==> config.mk <==
export PLATFORM = sky130hd
export DESIGN_NAME = frame_serializer
export DESIGN_NICKNAME = d
export VERILOG_FILES = /design/src/net_proto_pkg.sv /design/src/tx_bus_pkg.sv /design/src/frame_serializer.sv
export SDC_FILE = /design/constraint.sdc
export NUM_CORES = 1
export LEC_CHECK = 0
export ABC_AREA = 0
export BUFFER_PORTS_ARGS = -buffer_cell sky130_fd_sc_hd__buf_2
export CAP_MARGIN = 20
export CORE_MARGIN = 2
export CORE_UTILIZATION = 50
export DETAILED_ROUTE_END_ITERATION = 8
export PLACE_DENSITY = 0.81
export SLEW_MARGIN = 15
export SYNTH_ARGS = -nofsm -noshare
export SYNTH_HDL_FRONTEND = slang
export SYNTH_SLANG_ARGS = --single-unit
==> constraint.sdc <==
create_clock -name axi_clk -period 4.7 [get_ports axi_clk]
set_clock_uncertainty 0.15 [all_clocks]
set_input_delay 0.235 -clock axi_clk [delete_from_list [all_inputs] [get_ports axi_clk]]
set_output_delay 0.235 -clock axi_clk [all_outputs]
set_load 0.01 [all_outputs]
==> src/net_proto_pkg.sv <==
package net_proto_pkg;

    // IPv4 address, bytes for the wire and halves for checksum sums
    typedef union packed {
        logic [3:0][7:0]  bytes;
        logic [1:0][15:0] halves;
    } ip_addr_u;

    // Header sizes in bytes
    localparam logic [15:0] ETH_HEAD_LEN  = 16'd14;
    localparam logic [15:0] IP_HEAD_LEN   = 16'd20;
    localparam logic [15:0] UDP_HEAD_LEN  = 16'd8;
    localparam logic [15:0] ARP_FRAME_LEN = 16'd42;    // Includes the Ethernet header

    // Ethertypes
    localparam logic [15:0] ETH_TYPE_IP  = 16'h0800;
    localparam logic [15:0] ETH_TYPE_ARP = 16'h0806;

    // Fixed IPv4 header words
    localparam logic [15:0] IP_VER_TOS     = 16'h4500;  // Version 4, IHL 5, TOS 0
    localparam logic [15:0] IP_FLAG_OFFSET = 16'h4000;  // Don't fragment
    localparam logic [15:0] IP_TTL_PROTO   = 16'h8011;  // TTL 0x80, protocol UDP

    // Protocol word of the UDP pseudo header
    localparam logic [15:0] UDP_PROTO = 16'h0011;

    // HTYPE 1, PTYPE IPv4, HLEN 6, PLEN 4
    localparam logic [47:0] ARP_HW_PROTO = {16'h0001, 16'h0800, 8'h06, 8'h04};
    localparam logic [15:0] ARP_OP_REPLY = 16'h0002;

endpackage

==> src/tx_bus_pkg.sv <==
package tx_bus_pkg;

    // Write data channel
    localparam int PAYLOAD_WIDTH  = 32;
    localparam int BYTES_PER_BEAT = PAYLOAD_WIDTH / 8;

    // Byte counts and lengths
    localparam int LEN_WIDTH = 16;

    // One's-complement accumulators, wide enough to hold carries until the fold
    localparam int SUM_WIDTH = 32;

    // Payload buffer in words
    localparam int FIFO_DEPTH_DEFAULT = 256;

endpackage

==> src/frame_serializer.sv <==
module frame_serializer #(
    parameter logic [47:0] LOCAL_MAC  = 48'hABCD_1234_5678,
    parameter logic [31:0] LOCAL_IP   = 32'hC0A8_006E,
    parameter logic [15:0] LOCAL_PORT = 16'd8080,
    parameter logic [15:0] DEST_PORT  = 16'd8080
) (
    input  logic                               axi_clk,
    input  logic                               axi_rstn,
    input  logic                               i_ck_valid,
    input  logic [15:0]                        i_ip_csum,
    input  logic [15:0]                        i_udp_csum,
    input  logic [tx_bus_pkg::LEN_WIDTH-1:0]     i_ip_len,
    input  logic [tx_bus_pkg::LEN_WIDTH-1:0]     i_udp_len,
    input  logic [15:0]                        i_ip_id,
    input  net_proto_pkg::ip_addr_u            i_dst_ip,
    input  logic [47:0]                        i_dst_mac,
    input  logic                               i_arp_trig,
    input  net_proto_pkg::ip_addr_u            i_target_ip,
    input  logic [47:0]                        i_target_mac,
    input  logic [tx_bus_pkg::PAYLOAD_WIDTH-1:0] i_pay_data,
    input  logic                               i_pay_valid,
    input  logic                               i_pay_last,
    output logic                               o_pay_ready,
    output logic                               o_tx_busy,
    output logic [7:0]                         o_tx_tdata,
    output logic                               o_tx_tvalid,
    output logic                               o_tx_tlast,
    input  logic                               i_tx_tready
);
    import net_proto_pkg::*;
    import tx_bus_pkg::*;

    localparam int HDR_LEN = ETH_HEAD_LEN + IP_HEAD_LEN + UDP_HEAD_LEN;
    localparam int SEL_W   = $clog2(BYTES_PER_BEAT);

    typedef enum logic [1:0] {IDLE, HEAD, DATA, ARP} state_t;

    state_t                  state;
    logic [LEN_WIDTH-1:0]    cnt;
    logic [SEL_W-1:0]        sel;
    logic                    udp_pend;      // Checksum result arrived during an ARP reply
    logic                    start_udp;
    logic                    fire;
    ip_addr_u                dst_ip;
    logic [47:0]             dst_mac;
    logic [HDR_LEN*8-1:0]    hdr_bytes;
    logic [ARP_FRAME_LEN*8-1:0] arp_bytes;

    assign sel       = cnt[SEL_W-1:0];
    assign start_udp = (state == IDLE) && (udp_pend || i_ck_valid);
    assign fire      = o_tx_tvalid && i_tx_tready;
    assign o_tx_busy = (state != IDLE) || udp_pend;

    assign hdr_bytes = {dst_mac, LOCAL_MAC, ETH_TYPE_IP,
                        IP_VER_TOS, i_ip_len, i_ip_id, IP_FLAG_OFFSET, IP_TTL_PROTO,
                        i_ip_csum, LOCAL_IP, dst_ip.bytes,
                        LOCAL_PORT, DEST_PORT, i_udp_len, i_udp_csum};
    assign arp_bytes = {dst_mac, LOCAL_MAC, ETH_TYPE_ARP, ARP_HW_PROTO, ARP_OP_REPLY,
                        LOCAL_MAC, LOCAL_IP, dst_mac, dst_ip.bytes};

    always_comb begin
        case (state)
            DATA:    o_tx_tdata = i_pay_data[8*(BYTES_PER_BEAT-1-sel) +: 8];  // MSB first
            ARP:     o_tx_tdata = arp_bytes[8*(ARP_FRAME_LEN-1-cnt) +: 8];
            default: o_tx_tdata = hdr_bytes[8*(HDR_LEN-1-cnt) +: 8];
        endcase
    end

    assign o_tx_tvalid = (state == DATA) ? i_pay_valid : (state != IDLE);
    assign o_tx_tlast  = ((state == DATA) && i_pay_last && sel == SEL_W'(BYTES_PER_BEAT-1))
                      || ((state == ARP) && cnt == ARP_FRAME_LEN - 1);
    assign o_pay_ready = (state == DATA) && i_tx_tready && sel == SEL_W'(BYTES_PER_BEAT-1);

    always_ff @(posedge axi_clk) begin
        if (!axi_rstn) begin
            state    <= IDLE;
            cnt      <= '0;
            udp_pend <= 1'b0;
        end else begin
            if (start_udp) begin
                udp_pend <= 1'b0;
            end else if (i_ck_valid) begin
                udp_pend <= 1'b1;
            end
            case (state)
                IDLE: begin
                    if (start_udp) begin
                        state <= HEAD;
                    end else if (i_arp_trig) begin
                        state <= ARP;
                    end
                end
                HEAD: begin
                    if (fire && cnt == LEN_WIDTH'(HDR_LEN - 1)) begin
                        state <= DATA;
                        cnt   <= '0;
                    end else if (fire) begin
                        cnt <= cnt + 1'b1;
                    end
                end
                default: begin                  // Payload and ARP end on tlast
                    if (fire && o_tx_tlast) begin
                        state <= IDLE;
                        cnt   <= '0;
                    end else if (fire) begin
                        cnt <= cnt + 1'b1;
                    end
                end
            endcase
        end
    end

    // Destination for the frame being sent
    always_ff @(posedge axi_clk) begin
        if (start_udp) begin
            dst_ip  <= i_dst_ip;
            dst_mac <= i_dst_mac;
        end else if (state == IDLE && i_arp_trig) begin
            dst_ip  <= i_target_ip;
            dst_mac <= i_target_mac;
        end
    end

    a_tdata_stable: assert property (@(posedge axi_clk) disable iff (!axi_rstn)
        o_tx_tvalid && !i_tx_tready |=> o_tx_tvalid && $stable(o_tx_tdata));

endmodule

==> results.yml, run 1 <==
run_status:
  outcome: "completed"
worst_setup_path:
  critPathRequiredTime_ps: 4320
  ff2ff_setup_slack_ps: 1860
  cp-start-kind: "flip-flop"
  crit_fanout: 17
  crit_type: "flip-flop to primary output"
  r2r-end: "cnt[5]"
  r2r-start: "cnt[5]"
  endpoint_kind: "primary output"
  worst_ep_arrival_time_ps: 3640
  reg2reg_depth: 6
min_path:
  hold_end: "dst_ip[20]"
  hold_depth: 2
  holdCritStartpoint: "i_target_ip[20]"
  hold_class: "primary input to flip-flop"
synth:
  synth_compound_area_share_pct: 16.30
  syn-num-nets: 1014
  ys_types: 70
  synth_area_leader_cell: "edfxtp_1"
  synth_top_family_by_area: "multiplexers"
  yosys.area_share.simple_pct: 12.97
  synth.most_common_cell: "mux2_2"
  ys.flop_type: "edfxtp_1"
  synth_cells: 732
  async_reset_ff_share_pct: 0
  synthTopCellsByArea: "edfxtp_1 32%, mux2_2 13%, mux4_2 9.8%"
  synthXorXnorAreaFrac_pct: 3.141
  synth_top_area_share_pct: 31.57
  avgSynthCellArea_um2: 10.39
  ys_seq_area_share_pct: 36.57
  synth.mux.area_fraction_pct: 25.67
  synth_edf_count: 80
  yosys-top-cells-count: "87 x mux2_2, 80 x edfxtp_1, 58 x nand2_1"
  netlist_area_mm2: 0.007609
  synth_seq_cells: 99
  yosysWarnings: 0
  synthAdderAreaFrac_pct: 0.4933
detailed_routing:
  vias_per_cell: 6.224
  detail-route-antenna-nets: 0
  wl_per_cell_um: 22.03
  vias: 7369
  totalWireLength_um: 26080
  drtIter0Drc: 732
  drtPass1Iterations: 5
  drcViolationCount: 0
placed_design:
  gp_congestion: 0.9636
  hpwl_um: 20130
  io_buffers: 290
  placed_area_mm2: 0.009135
clock_network:
  cts_buffers: 9
  clk_pin_slew_ps: 60
  postCtsSetupBuffers: 0
  root_buffer: "clkbuf_16"
  clk_latency_ps: 350
  clk_path_buf_depth: 2
  cts.sinks: 99
  cts_tree: "yes"
  htree_levels: 3
die:
  coreArea_mm2: 0.01503
  die_w_um: 127.4
  initial_core_util_pct: 50.61
  rows: 45
  dieHeight_um: 127.4
  io_pins: 291
  die_area_mm2: 0.01622
layout:
  layout.nets: 1273
  final_core_util_pct: 62.58
  num-fill-cells: 1266
  diodes: 0
  postLayoutCellArea_mm2: 0.009408
  area_growth_pct: 23.65
  drive_gt1_share_pct: 46.18
global_routing:
  grt_pass1_vias: 7150
  grt_antenna_before_repair: 0
  grt_pass1_wl_um: 38940
  grt_usage_pct: 31.74
  grt_overflow: 0
  grt_max_degree: 82
timing:
  post-route-min-period_ps: 4024
  finalHoldViolCount: 0
  tightestPinTransition_ps: 1086
  fin_crit_sh_pct: 85.63
  fin_setup_tns_ps: 0
  relSlewSlack_pct: 27.38
  report.final.slew_viol_count: 0
  setup_viol: 0
  rsz0062_at_grt: "no"
  fmax_mhz: 248.5
job:
  maxCapViolations: 0
power:
  power.ir.vdd_worst_uv: 204.5
  power_density_mw_per_mm2: 282.1
  leakagePower_nw: 3.665
## worst max-delay path by stage
stage                          to  cells past startpoint     start  slack [ps]
global route        o_tx_tdata[0]                     10    cnt[1]         410
detailed placement  o_tx_tdata[0]                     10    cnt[1]        1140
finish              o_tx_tdata[0]                     10    cnt[1]         680
global placement    o_tx_tdata[5]                     10    cnt[1]        1170
CTS                 o_tx_tdata[0]                     10    cnt[1]         760
floorplan               dst_ip[0]                      3  state[1]        1390
## state kept, by name, summed over array words and instances (netlist names)
| signal | count |
|---|---|
| cnt | 16 |
| dst_ip | 32 |
| dst_mac | 48 |
| state | 2 |
| udp_pend | 1 |
## logic make-up (layout without fill, tap and decap cells)
family | Yosys count | after routing
AO/OA/AOI/OAI | 187 | 187
XOR/XNOR | 23 | 23
adder cells (fa/ha/maj) | 3 | 3
buffers and inverters | 71 | 335
flip-flops | 99 | 99
multiplexers | 143 | 143
AND/OR/NAND/NOR | 206 | 206
## report_power, final
part           total (mW)  switching [mW]  leakage [nW]  internal [mW]
Sequential           1.18          0.0818         0.932           1.10
Combinational       0.804           0.411          2.62          0.393
Clock               0.669           0.314         0.117          0.355
Total                2.65           0.806          3.66           1.85
## layout make-up
cell class	instances	area [µm²]	share of cell area (%)
well taps	188	235.2	2.500
repair buffers	312	1632	17.34
inverters	7	26.28	0.2793
clock buffers	11	232.7	2.474
clock inverters	5	30.03	0.3192
multi-input cells	562	4464	47.45
flip-flops and latches	99	2788	29.63
## cells in the final DEF, fill, tap and decap left out, types with 9 or more instances in the layout
cell type / count
nand3_1: 30
a31oi_1: 22
mux2_2: 87
nand4_1: 11
mux2i_1: 23
a21oi_1: 43
xor2_1: 10
o21ai_1: 13
mux4_2: 33
clkbuf_16: 9
buf_2: 290
nand2_1: 58
nor2b_1: 10
nor3_1: 11
dfxtp_1: 17
edfxtp_1: 80
and3_1: 9
buf_4: 20
o21ai_0: 28
nor2_1: 48
a211oi_1: 9
## metrics by stage
step                      power [mW]  hold slack [ps]  std cells  setup WS, ps
after floorplan                1.674            202.5        732          1386
after global placement         1.971            358.6       1167          1170
after detailed placement       1.991            368.6       1167          1138
after CTS                      2.659            23.97       1184         760.5
after global routing           2.773            25.93       1184         405.4
final                          2.654            33.96       1184         675.6
## metal layers
metal  part of all wire, %  up-vias  GRT usage, %
li1                      -     3386             -
met1                    39     3483         41.44
met2                    49      436         52.25
met3                   9.0       64         6.533
met4                   3.3        0         12.09
met5                     0        -             0
## repair_timing
item,CTS,global route
hold buffers,1,0
gates resized for setup,0,0
hold endpoints to repair,1,0
## worst max-delay path, stage by stage, from the launching register on
cell	delay, ps
dfxtp_2	320
inv_2	210
ha_1	450
nand2b_1	220
a21oi_4	90
xnor2_2	670
nand2_1	310
o41ai_1	490
o22ai_1	200
o21ai_1	170
buf_2	160
Note: power is estimated with default switching activity, not from simulation.
==> run 2: changes to the inputs <==
CORE_MARGIN = 4   (was 2)
==> results.yml, run 2 (synthesis results as in run 1) <==
worst_setup_path:
  cp-start-kind: "flip-flop"
  critPathRequiredTime_ps: 4320
  endpoint_kind: "primary output"
  crit_type: "flip-flop to primary output"
  crit_fanout: 19
  worst_ep_arrival_time_ps: 3750
placed_design:
  io_buffers: 290
  gp_congestion: 1.042
  place_inst: 1160
  hpwl_um: 19800
  placed_area_mm2: 0.009107
  dp_slack_ps: 1116
detailed_routing:
  vias: 7398
  vias_per_cell: 6.280
  drtPass1Iterations: 6
  detail-route-antenna-nets: 0
  drcViolationCount: 0
  drtIter0Drc: 803
  wl_per_cell_um: 22.12
  totalWireLength_um: 26050
clock_network:
  clk_path_buf_depth: 2
  clk_latency_ps: 350
  root_buffer: "clkbuf_16"
  cts_tree: "yes"
  clk_pin_slew_ps: 70
  htree_levels: 3
  cts_buffers: 9
  cts.sinks: 99
global_routing:
  grt_pass1_wl_um: 40340
  grt_max_degree: 82
  grt_overflow: 0
  grt_antenna_before_repair: 2
  grt_usage_pct: 29.32
  grt_pass1_vias: 7410
timing:
  report.final.slew_viol_count: 0
  post-route-min-period_ps: 4139
  fin_crit_sh_pct: 88.07
  relSlewSlack_pct: 30.62
  fin_setup_tns_ps: 0
  tightestPinTransition_ps: 1041
  fmax_mhz: 241.6
  finalHoldViolCount: 0
  setup_viol: 0
  rsz0062_at_grt: "no"
  layout_setup_ws_ps: 560.7
layout:
  largest_register: "dst_mac"
  layout.cells.non_filler: 1178
  largest_reg_flops: 48
  layout_common_cells: "290 x buf_2, 87 x mux2_2, 80 x edfxtp_1"
  final_core_util_pct: 63.82
  drive_gt1_share_pct: 46.12
  largestRegisters: "dst_mac: 48 flops, dst_ip: 32 flops, cnt: 16 flops"
  postLayoutCellArea_mm2: 0.009380
  final_common_cell: "buf_2"
  layout.nets: 1270
  area_growth_pct: 23.29
min_path:
  hold_class: "primary input to flip-flop"
power:
  leakagePower_nw: 3.669
  power_density_mw_per_mm2: 283.4
  power.ir.vdd_worst_uv: 217.4
run_status:
  outcome: "completed"
job:
  maxCapViolations: 0
die:
  coreArea_mm2: 0.01470
  dieHeight_um: 131.4
  die_area_mm2: 0.01725
  io_pins: 291
  initial_core_util_pct: 51.76
  die_w_um: 131.4
  rows: 44
-- run 2: final timing paths --
path                   start             to  slack (ps)  cells after the start
max                   cnt[1]  o_tx_tdata[5]         560                     11
min          i_target_ip[25]     dst_ip[25]          30                      2
max reg2reg           cnt[5]        cnt[13]        1900                      6
min reg2reg          cnt[11]        cnt[11]         400                      2
-- run 2: layout make-up --
type,instances,area (µm²)
inverter,7,26.28
antenna,1,2.502
clock inverter,6,31.28
clock buffer,10,229.0
fill,1212,5319
multi-input combinational,562,4464
sequential,99,2788
tap,184,230.2
timing repair buffer,309,1609
-- run 2: worst max-delay path, stage by stage (launching register included) --
cell and delay, ps:
dfxtp_2 330, inv_2 190, ha_1 440, nand2b_1 230, a21oi_4 90, xnor2_2 680
buf_4 340, a21oi_1 50, a2111oi_0 490, a211oi_1 140, a31oi_1 240, buf_2 180
-- run 2: layer usage --
metal / wire length [µm] / track usage [%]
met1: 9979 / 37.84
met2: 12580 / 49.42
met3: 2700 / 5.925
met4: 777 / 10.33
met5: 12 / 0
-- run 2: per-stage QoR --
step | hold slack [ps] | total power [mW]
finish | 33.37 | 2.659
global route | 35.05 | 2.770
CTS | 25.81 | 2.653
detailed placement | 372.1 | 1.986
global placement | 354.3 | 1.970
floorplan | 202.5 | 1.674
-- run 2: where the power goes --
part	internal [mW]	leakage (nW)	total (mW)	switching, mW
clock network	0.355	0.131	0.675	0.321
logic	0.390	2.61	0.803	0.412
registers	1.10	0.932	1.18	0.0810
-- run 2: repair_timing --
item,4_1_cts,5_1_grt
hold endpoints to repair,1,0
hold buffers,1,0
resized for setup,0,0
setup buffers,0,0
==> run 3: changes to the inputs <==
CELL_PAD_IN_SITES_DETAIL_PLACEMENT = 1   (was not set)
CELL_PAD_IN_SITES_GLOBAL_PLACEMENT = 1   (was not set)
CORE_UTILIZATION = 38   (was 50)
PLACE_DENSITY = not set   (was 0.81)
PLACE_DENSITY_LB_ADDON = 0.1   (was not set)
REMOVE_ABC_BUFFERS = 1   (was not set)
==> results.yml, run 3 (synthesis results as in run 1) <==
worst_setup_path:
  ff2ff_setup_slack_ps: 1650
  critPathRequiredTime_ps: 4320
  reg2reg_depth: 5
  crit_fanout: 14
  r2r-start: "cnt[0]"
  r2r-end: "cnt[4]"
  worst_ep_arrival_time_ps: 3680
  cp-start-kind: "flip-flop"
  endpoint_kind: "primary output"
  crit_type: "flip-flop to primary output"
timing:
  tightestPinTransition_ps: 1086
  fmax_mhz: 245.8
  report.final.slew_viol_count: 0
  fin_crit_sh_pct: 86.56
  post-route-min-period_ps: 4068
  relSlewSlack_pct: 27.60
  setup_viol: 0
  rsz0062_at_grt: "no"
  finalHoldViolCount: 0
layout:
  largestRegisters: "dst_mac: 48 flops, dst_ip: 32 flops, cnt: 16 flops"
  layout.cells.non_filler: 1259
  largest_reg_flops: 48
  final_common_cell: "buf_2"
  num-fill-cells: 2308
  largest_register: "dst_mac"
  drive_gt1_share_pct: 46.48
  final_core_util_pct: 48.51
  area_growth_pct: 24.90
  layout.nets: 1271
  diodes: 0
  layout_common_cells: "290 x buf_2, 87 x mux2_2, 80 x edfxtp_1"
global_routing:
  grt_max_degree: 82
  grt_overflow: 0
  grt_pass1_wl_um: 43250
  grt_pass1_vias: 7608
  grt_antenna_before_repair: 3
  grt_usage_pct: 25.10
clock_network:
  cts_resized: 0
  cts_hold_repair.buffers: 0
  clk_path_buf_depth: 2
  clk_latency_ps: 360
  root_buffer: "clkbuf_16"
  cts.sinks: 99
  postCtsSetupBuffers: 0
  cts_buffers: 9
  clk_pin_slew_ps: 70
  cts_tree: "yes"
  htree_levels: 3
die:
  die_w_um: 149.5
  die_area_mm2: 0.02235
  dieHeight_um: 149.5
  coreArea_mm2: 0.01959
  io_pins: 291
  rows: 51
  initial_core_util_pct: 38.84
power:
  leakagePower_nw: 3.679
  power_density_mw_per_mm2: 284.7
  power.ir.vdd_worst_uv: 164.2
  power_mw: 2.705
detailed_routing:
  drtPass1Iterations: 5
  drcViolationCount: 0
  vias: 7228
  vias_per_cell: 5.741
  totalWireLength_um: 28580
  drtIter0Drc: 519
  wl_per_cell_um: 22.70
  detail-route-antenna-nets: 0
min_path:
  hold_depth: 2
  hold_end: "state[0]"
  hold_class: "primary input to flip-flop"
  holdCritStartpoint: "axi_rstn"
placed_design:
  place_inst: 1243
  io_buffers: 290
  hpwl_um: 22290
  gp_congestion: 0.9364
run_status:
  outcome: "completed"
job:
  maxCapViolations: 0
run 3: cell type report:
type / instances / area (µm²) / area share (%)
multi-input combinational: 562 / 4464 / 46.98
sequential: 99 / 2790 / 29.36
timing repair buffer: 310 / 1602 / 16.85
tap: 265 / 331.6 / 3.489
clock buffer: 9 / 225.2 / 2.370
clock inverter: 7 / 63.81 / 0.6715
inverter: 7 / 26.28 / 0.2765
run 3: metal layers:
metal / GRT usage (%) / vias up / part of all wire [%]
met5: 0 / - / 0.12
met4: 4.439 / 6 / 1.2
met3: 6.239 / 22 / 7.1
met2: 43.69 / 296 / 50
met1: 32.09 / 3532 / 41
li1: - / 3372 / -
run 3: worst max path at each step:
stage | start | to | slack, ps
3_5_place_dp | cnt[1] | o_tx_tdata[5] | 1150
5_1_grt | cnt[2] | o_tx_tdata[4] | 520
6_report | cnt[1] | o_tx_tdata[5] | 630
3_3_place_gp | state[1] | o_tx_tdata[3] | 1230
2_1_floorplan | state[0] | dst_ip[0] | -2270
4_1_cts | cnt[1] | o_tx_tdata[5] | 740
run 3: stage by stage:
step | setup TNS [ps] | worst slack (ps) | hold slack (ps) | area, µm²
2_1_floorplan | -183710 | -2267 | 202.5 | 7266
3_3_place_gp | 0 | 1230 | 354.5 | 9214
3_5_place_dp | 0 | 1146 | 365.1 | 9214
4_1_cts | 0 | 741.6 | 8.365 | 9503
5_1_grt | 0 | 516.1 | 20.15 | 9503
6_report | 0 | 631.8 | 7.018 | 9503
run 3: critical path, cell delays in order (launching register included):
cell,delay [ps]
dfxtp_4,380
inv_2,190
ha_1,450
nand2b_1,230
a21oi_4,90
xnor2_2,560
buf_4,300
a21oi_1,50
a2111oi_0,490
a211oi_1,160
a31oi_1,230
buf_2,180
run 3: power breakdown:
part	switching [mW]	internal, mW
combinational	0.407	0.387
sequential	0.0769	1.10
clock	0.368	0.368
